===== src/verilog/vwin_macros.svh =====
`ifndef VWIN_MACROS_SVH
`define VWIN_MACROS_SVH

// ************************************************************************
// Geometry of the vertical window engine
// ************************************************************************

// Pixels per image line, also the length of every row delay
`define VWIN_LINE_W 17

// Vertically aligned taps, tap 0 is the newest row
`define VWIN_TAPS 13

// Window radii, each sum covers taps 0 to 2*radius
`define VWIN_R_SMALL 2
`define VWIN_R_MID   4
`define VWIN_R_LARGE 6

`endif


===== src/verilog/vwin_pkg.sv =====
`default_nettype none

`include "vwin_macros.svh"

package vwin_pkg;

  // ************************************************************************
  // Data types shared by the window engine
  // ************************************************************************

  // One raster pixel
  typedef logic [7:0] pixel_t;

  // Box sum, wide enough for 13 full-scale pixels (3315)
  typedef logic [11:0] sum_t;

  // One column of vertically aligned pixels
  typedef pixel_t tap_vec_t [`VWIN_TAPS];  // Index 0 is the newest row

endpackage

`default_nettype wire


===== src/verilog/row_delay.sv =====
`timescale 1ns/1ns
`default_nettype none

// Fixed-length shift chain, one element in and one out per clock
module row_delay #(
  parameter type elem_t = logic,
  parameter int  LENGTH = 17
) (
  input  logic  clk,
  input  logic  rst_n,
  input  elem_t data_i,
  output elem_t data_o
);

  elem_t stage [LENGTH];  // Oldest element sits at LENGTH-1

  always_ff @(posedge clk) begin
    if (!rst_n) begin
      for (int i = 0; i < LENGTH; i++) begin
        stage[i] <= '0;
      end
    end else begin
      stage[0] <= data_i;
      for (int i = 1; i < LENGTH; i++) begin
        stage[i] <= stage[i-1];  // Advance the whole row
      end
    end
  end

  // Sample taken LENGTH edges ago
  assign data_o = stage[LENGTH-1];

endmodule

`default_nettype wire


===== src/verilog/row_buffer_bank.sv =====
`timescale 1ns/1ns
`default_nettype none

`include "vwin_macros.svh"

module row_buffer_bank (
  input  logic                   clk,
  input  logic                   rst_n,
  input  vwin_pkg::pixel_t       pixel_i,
  input  logic                   row_valid_i,
  output vwin_pkg::tap_vec_t     taps_o,
  output logic [`VWIN_TAPS-1:0]  tap_valid_o
);

  import vwin_pkg::*;

  // ************************************************************************
  // Valid extension
  // ************************************************************************

  logic [9:0] ext_cnt;       // Cycles since row_valid_i dropped
  logic       ext_valid;     // Keeps stage 0 alive while rows drain
  logic       stage0_valid;

  // Hold the level for one line plus one cycle after the frame ends
  always_ff @(posedge clk) begin
    if (!rst_n) begin
      ext_cnt   <= '0;
      ext_valid <= 1'b0;
    end else if (row_valid_i) begin
      ext_cnt   <= '0;  // Restart on every active cycle
      ext_valid <= 1'b1;
    end else if (ext_valid && (ext_cnt < 10'(`VWIN_LINE_W))) begin
      ext_cnt   <= ext_cnt + 10'd1;
      ext_valid <= 1'b1;
    end else begin
      ext_cnt   <= '0;
      ext_valid <= 1'b0;
    end
  end

  assign stage0_valid = row_valid_i | ext_valid;

  // ************************************************************************
  // Row delay chain
  // ************************************************************************

  // Tap 0 is the live input
  assign taps_o[0]      = pixel_i;
  assign tap_valid_o[0] = stage0_valid;

  // Each row feeds the next, tap k lags tap 0 by k lines
  generate
    for (genvar k = 1; k < `VWIN_TAPS; k++) begin : g_row
      row_delay #(
        .elem_t (pixel_t),
        .LENGTH (`VWIN_LINE_W)
      ) u_pix_delay (
        .clk    (clk),
        .rst_n  (rst_n),
        .data_i (taps_o[k-1]),
        .data_o (taps_o[k])
      );

      // Valid level travels beside its pixels
      row_delay #(
        .elem_t (logic),
        .LENGTH (`VWIN_LINE_W)
      ) u_valid_delay (
        .clk    (clk),
        .rst_n  (rst_n),
        .data_i (tap_valid_o[k-1]),
        .data_o (tap_valid_o[k])
      );
    end
  endgenerate

endmodule

`default_nettype wire


===== src/verilog/window_sum.sv =====
`timescale 1ns/1ns
`default_nettype none

`include "vwin_macros.svh"

module window_sum (
  input  logic                   clk,
  input  logic                   rst_n,
  input  vwin_pkg::tap_vec_t     taps_i,
  input  logic [`VWIN_TAPS-1:0]  tap_valid_i,
  output vwin_pkg::sum_t         sum_small_o,
  output vwin_pkg::sum_t         sum_mid_o,
  output vwin_pkg::sum_t         sum_large_o,
  output logic                   valid_small_o,
  output logic                   valid_mid_o,
  output logic                   valid_large_o
);

  import vwin_pkg::*;

  // Deepest tap of each window
  localparam int TAP_SMALL = 2 * `VWIN_R_SMALL;
  localparam int TAP_MID   = 2 * `VWIN_R_MID;
  localparam int TAP_LARGE = 2 * `VWIN_R_LARGE;

  // ************************************************************************
  // Partial-sum chain
  // ************************************************************************

  // psum[k] holds taps 0..k, so every window is one entry of the chain
  sum_t psum [`VWIN_TAPS];

  always_comb begin
    psum[0] = sum_t'(taps_i[0]);
    for (int k = 1; k < `VWIN_TAPS; k++) begin
      psum[k] = psum[k-1] + sum_t'(taps_i[k]);
    end
  end

  // ************************************************************************
  // Sum register
  // ************************************************************************

  always_ff @(posedge clk) begin
    if (!rst_n) begin
      sum_small_o   <= '0;
      sum_mid_o     <= '0;
      sum_large_o   <= '0;
      valid_small_o <= 1'b0;
      valid_mid_o   <= 1'b0;
      valid_large_o <= 1'b0;
    end else begin
      sum_small_o   <= psum[TAP_SMALL];  // Radius 2
      sum_mid_o     <= psum[TAP_MID];    // Radius 4
      sum_large_o   <= psum[TAP_LARGE];  // Radius 6

      // A window is complete once its deepest row holds valid data
      valid_small_o <= tap_valid_i[TAP_SMALL];
      valid_mid_o   <= tap_valid_i[TAP_MID];
      valid_large_o <= tap_valid_i[TAP_LARGE];
    end
  end

endmodule

`default_nettype wire


===== src/verilog/sum_output_stage.sv =====
`timescale 1ns/1ns
`default_nettype none

module sum_output_stage (
  input  logic            clk,
  input  logic            rst_n,
  input  vwin_pkg::sum_t  sum_small_i,
  input  vwin_pkg::sum_t  sum_mid_i,
  input  vwin_pkg::sum_t  sum_large_i,
  input  logic            valid_small_i,
  input  logic            valid_mid_i,
  input  logic            valid_large_i,
  output vwin_pkg::sum_t  sum_r2_o,
  output vwin_pkg::sum_t  sum_r4_o,
  output vwin_pkg::sum_t  sum_r6_o,
  output logic            valid_r2_o,
  output logic            valid_r4_o,
  output logic            valid_r6_o
);

  // Incomplete windows leave the engine as zero
  always_ff @(posedge clk) begin
    if (!rst_n) begin
      sum_r2_o   <= '0;
      sum_r4_o   <= '0;
      sum_r6_o   <= '0;
      valid_r2_o <= 1'b0;
      valid_r4_o <= 1'b0;
      valid_r6_o <= 1'b0;
    end else begin
      sum_r2_o   <= valid_small_i ? sum_small_i : '0;
      sum_r4_o   <= valid_mid_i   ? sum_mid_i   : '0;
      sum_r6_o   <= valid_large_i ? sum_large_i : '0;
      valid_r2_o <= valid_small_i;
      valid_r4_o <= valid_mid_i;
      valid_r6_o <= valid_large_i;
    end
  end

endmodule

`default_nettype wire


===== src/verilog/vwin_top.sv =====
`timescale 1ns/1ns
`default_nettype none

`include "vwin_macros.svh"

module vwin_top (
  input  logic              clk,
  input  logic              rst_n,
  input  vwin_pkg::pixel_t  pixel_i,
  input  logic              row_valid_i,
  output vwin_pkg::sum_t    sum_r2_o,
  output vwin_pkg::sum_t    sum_r4_o,
  output vwin_pkg::sum_t    sum_r6_o,
  output logic              valid_r2_o,
  output logic              valid_r4_o,
  output logic              valid_r6_o
);

  import vwin_pkg::*;

  tap_vec_t               taps;
  logic [`VWIN_TAPS-1:0]  tap_valid;
  sum_t                   sum_small;
  sum_t                   sum_mid;
  sum_t                   sum_large;
  logic                   valid_small;
  logic                   valid_mid;
  logic                   valid_large;

  // Thirteen aligned pixels of one column
  row_buffer_bank u_bank (
    .clk         (clk),
    .rst_n       (rst_n),
    .pixel_i     (pixel_i),
    .row_valid_i (row_valid_i),
    .taps_o      (taps),
    .tap_valid_o (tap_valid)
  );

  window_sum u_sum (
    .clk           (clk),
    .rst_n         (rst_n),
    .taps_i        (taps),
    .tap_valid_i   (tap_valid),
    .sum_small_o   (sum_small),
    .sum_mid_o     (sum_mid),
    .sum_large_o   (sum_large),
    .valid_small_o (valid_small),
    .valid_mid_o   (valid_mid),
    .valid_large_o (valid_large)
  );

  sum_output_stage u_out (
    .clk           (clk),
    .rst_n         (rst_n),
    .sum_small_i   (sum_small),
    .sum_mid_i     (sum_mid),
    .sum_large_i   (sum_large),
    .valid_small_i (valid_small),
    .valid_mid_i   (valid_mid),
    .valid_large_i (valid_large),
    .sum_r2_o      (sum_r2_o),
    .sum_r4_o      (sum_r4_o),
    .sum_r6_o      (sum_r6_o),
    .valid_r2_o    (valid_r2_o),
    .valid_r4_o    (valid_r4_o),
    .valid_r6_o    (valid_r6_o)
  );

endmodule

`default_nettype wire


===== config.mk =====
export PLATFORM = sky130hd
export DESIGN_NAME = vwin_top
export DESIGN_NICKNAME = d
export VERILOG_FILES = /design/src/verilog/vwin_pkg.sv /design/src/verilog/row_delay.sv /design/src/verilog/row_buffer_bank.sv /design/src/verilog/window_sum.sv /design/src/verilog/sum_output_stage.sv /design/src/verilog/vwin_top.sv
export VERILOG_INCLUDE_DIRS = /design/src /design/src/verilog
export SDC_FILE = /design/constraint.sdc
export NUM_CORES = 2
export LEC_CHECK = 0
export ABC_AREA = 1
export BUFFER_PORTS_ARGS = -buffer_cell sky130_fd_sc_hd__buf_2
export CAP_MARGIN = 20
export CORE_ASPECT_RATIO = 1.75
export CORE_MARGIN = 2
export CORE_UTILIZATION = 55
export DETAILED_ROUTE_END_ITERATION = 10
export PLACE_DENSITY = 0.85
export SETUP_SLACK_MARGIN = 0.15
export SYNTH_ARGS = -nofsm -noshare
export SYNTH_HDL_FRONTEND = slang
export SYNTH_HIERARCHICAL = 1
export SYNTH_SLANG_ARGS = --single-unit
export TNS_END_PERCENT = 100

===== constraint.sdc =====
create_clock -name clk -period 5.55 [get_ports clk]
set_input_delay 0.555 -clock clk [delete_from_list [all_inputs] [get_ports clk]]
set_output_delay 0.555 -clock clk [all_outputs]
set_load 0.02 [all_outputs]

==> out/results.txt <==
The average instance in the mapped netlist occupies 9.04 µm². The final reports fail on negative setup slack. Summing internal, switching and leakage power gives 0.0257 W. The arrival time at the worst endpoint is 6390 ps, and the worst stage delay on the critical path is 600 ps.

For this block, the initial DRC count from the detailed router was 1763. The part of the power in combinational logic came out at 0.014. For this run, the number of Yosys warnings is 6.

Register-to-register setup slack: -150 ps. The switching power share of the total was 0.203. For this run the aggregate overflow at the end of global routing stands at 0.

The floorplan step set the die height to 434 µm. The ratio of cells with drive above 1 in the final layout was 0.0868; the timing-limited maximum frequency was 0.175 GHz. Of all nets on the critical path, the largest fanout is 5. The endpoint of the most critical register-to-register path is u_sum/sum_large_o[8]. Clock-pin slew was measured on the worst setup and hold paths at 70 ps.

The worst path in the final design needs a cycle of 5700 ps, including I/O delays and setup. The first-pass GRT wire length was 157 mm; the routing usage on met3 was 0.0309. In this run the core area contains 157 standard-cell rows. The share of total power in sequential cells was 0.539; the met1 global-route usage was 0.194.

The per-cell via count in the routed design is 4.24, and the number of clock buffers inserted by TritonCTS is 154. The number of sinks handled by clock tree synthesis came out at 1924. Setup violations remaining at the end of the flow were counted as 4. The post-synthesis cell count is 6430, and the clock network latency to the later pin of the worst-skew pair is 780 ps.

The count of antenna-violating nets left after detailed routing is 0. The cell type of the slowest stage on the worst timing path was fa_1. In this run the power spent charging and discharging nets is 0.00520 W.

The relative contribution of the clock network to total power was 0.447; the routed wirelength normalized by instance count was 11.9 µm. The layer flagged by global routing as most heavily used is met2. The finished cells cover 65700 µm². The core region is 105000 µm². The count of buffers added on input and output ports is 49.

For the number of global-route vias before repair, the log shows 34647. The pre-antenna-repair detailed-routing pass consisted of 6 iterations. For the pin with the worst max-slew slack, the measured transition is 1310 ps. The path with the worst hold slack has its endpoint at u_bank/g_row[1].u_pix_delay/stage[0][4]. At the end of routability-driven placement, the weighted congestion stood at 0.819.

The run finished, with violations left. Cell internal power was estimated by the tool at 0.0205 W. After detailed routing, the number of remaining DRC violations is 0.

The final period utilization was 1.03; the area added between synthesis and finish was 13.1%. The logs give 272 for the maximum number of pins on one net before global-route repair and 3 for the deepest clock path buffer count. For this design the top-level I/O count stands at 50. The global-route total usage across every layer was 0.175; the final number of max-transition violations was 0. For the area enclosed by the die boundary, the log shows 108000 µm². TritonCTS built the clock tree.

The fraction of the core area covered by cells at the end of the flow came out at 0.628. The cell depth of the worst hold path came out at 3. The tools report the final hold violation count as 0. The logs give 0.126 for the worst slew slack as a fraction of its limit and 6650 for the final-stage net count. The summed instance area of the synthesized netlist came out at 58100 µm². The tools report the reg-to-reg startpoint as u_bank/g_row[1].u_pix_delay/stage[4][0].

The logs give 65.6 ps for the worst hold margin and 0 for the number of diodes. For the least setup slack across all paths after layout, the log shows -149 ps. The logs give 51.7 mm for the HPWL after detailed placement and 41.1 nW for the leakage power. The global-route track usage on met2 is 0.333, and the logic depth of the worst register-to-register path is 29. The path class of the tightest hold or removal check is input pin to register. Across the run, the number of max-cap violations was 0. Summing over every cut layer, the via total after detailed routing is 33950. The total number of H-tree levels was 4. The tools report the element type at the critical path start as a register. The number of antenna violations at the first check in global routing is 2, and the post-route clock skew is 34.6 ps. Setup repair after global routing could not meet its margin everywhere.

Data on the critical path is required at its endpoint by 6240 ps. The total power per unit cell area is 391 nW/µm². The startpoint identified for the worst hold timing path is pixel_i[4]. The starting utilization of the core area is 0.555, and the placed standard-cell area is 59100 µm². The worst setup path is captured at a register.

In this run the clock root is driven by a clkbuf_16. For this block, the routed nets add up to 94.9 mm of wire. The die is 250 µm wide.

The worst setup path is of the register to register kind. Worst voltage drop across the vdd grid: 428 µV.
## worst max-delay path: cells and delay by family, from the launching register on
| family | cells | cell delay (ps) |
|---|---|---|
| adder cells (fa/ha/maj) | 8 | 3160 |
| AND/OR/NAND/NOR | 12 | 1090 |
| buffers and inverters | 7 | 650 |
| flip-flops | 1 | 350 |
| XOR/XNOR | 2 | 350 |
## metal layers
metal	up-vias	routed length, µm
met3	205	2760
li1	17551	-
met4	0	2900
met5	-	0
met2	455	50400
met1	15739	38800
## how the worst max path moves through the flow
stage,from,endpoint,slack (ps),depth (start not counted)
6_report,u_bank/g_row[1].u_pix_delay/stage[4][0],u_sum/sum_large_o[8],-150,29
5_1_grt,u_bank/g_row[1].u_pix_delay/stage[4][0],u_sum/sum_large_o[10],-330,30
3_5_place_dp,pixel_i[0],u_sum/sum_large_o[10],-590,35
2_1_floorplan,pixel_i[0],u_sum/sum_large_o[11],150,32
3_3_place_gp,pixel_i[0],u_sum/sum_large_o[10],-500,35
4_1_cts,u_bank/g_row[1].u_pix_delay/stage[4][0],u_sum/sum_large_o[8],20,27
## layout by cell type (no fill, tap or decap), drive strengths merged
| cell type | n |
|---|---|
| nand3 | 28 |
| a31oi | 1 |
| a21boi | 2 |
| xor2 | 7 |
| nand3b | 3 |
| o21ai | 7 |
| o22ai | 1 |
| fa | 63 |
| clkinv | 23 |
| o21bai | 1 |
| inv | 2015 |
| nand2 | 1981 |
| ha | 50 |
| dfxtp | 1924 |
| nor3 | 2 |
| or2 | 2 |
| a21o | 2 |
| bufinv | 17 |
| a21oi | 25 |
| xnor2 | 7 |
| nand4 | 2 |
| clkinvlp | 4 |
| conb | 6 |
| buf | 148 |
| clkbuf | 225 |
| dlygate4sd3 | 7 |
| o211ai | 1 |
| nor2 | 93 |
## through the flow
stage	setup TNS [ps]	instances	setup slack, ps
floorplan	0	6434	151
global placement	-3010	7686	-501
detailed placement	-3430	7686	-586
CTS	0	7979	15.6
global route	-1290	7998	-335
finish	-430	7998	-149
## cell type report
cell class	count	area, µm²
Tap cell	1351	1690
Sequential cell	1924	38500
Clock buffer	225	4540
Timing Repair Buffer	155	1220
Multi-Input combinational cell	2284	11300
Fill cell	7301	39000
Clock inverter	52	936
Inverter	2007	7540
## sequential cells by signal (all words and copies together), names as in the netlist
register and flops:
u_bank/ext_cnt 10, u_bank/ext_valid 1, u_bank/g_row.u_pix_delay/stage 1632, u_bank/g_row.u_valid_delay/stage 204, u_out/sum_r2_o 12, u_out/sum_r4_o 12, u_out/sum_r6_o 12, u_out/valid_r2_o 1
u_out/valid_r4_o 1, u_out/valid_r6_o 1, u_sum/sum_large_o 12, u_sum/sum_mid_o 12, u_sum/sum_small_o 11, u_sum/valid_large_o 1, u_sum/valid_mid_o 1, u_sum/valid_small_o 1
## power by group through the flow
stage / Combinational, W / Sequential [W] / Clock [W]
after global placement: 0.000323 / 0.0141 / 0
after CTS: 0.000346 / 0.0138 / 0.0117
after detailed placement: 0.000326 / 0.0141 / 0
final: 0.000370 / 0.0138 / 0.0115
after global routing: 0.000408 / 0.0138 / 0.0123
after floorplan: 0.000324 / 0.0141 / 0
## what timing repair did
item	4_1_cts	5_1_grt
resized for setup	74	114
buffers inserted	9	19
hold endpoints to repair	7	0
hold buffers	7	0
setup endpoints to repair	7	8
pin swaps	30	79
Power figures use the tool's default switching activity.
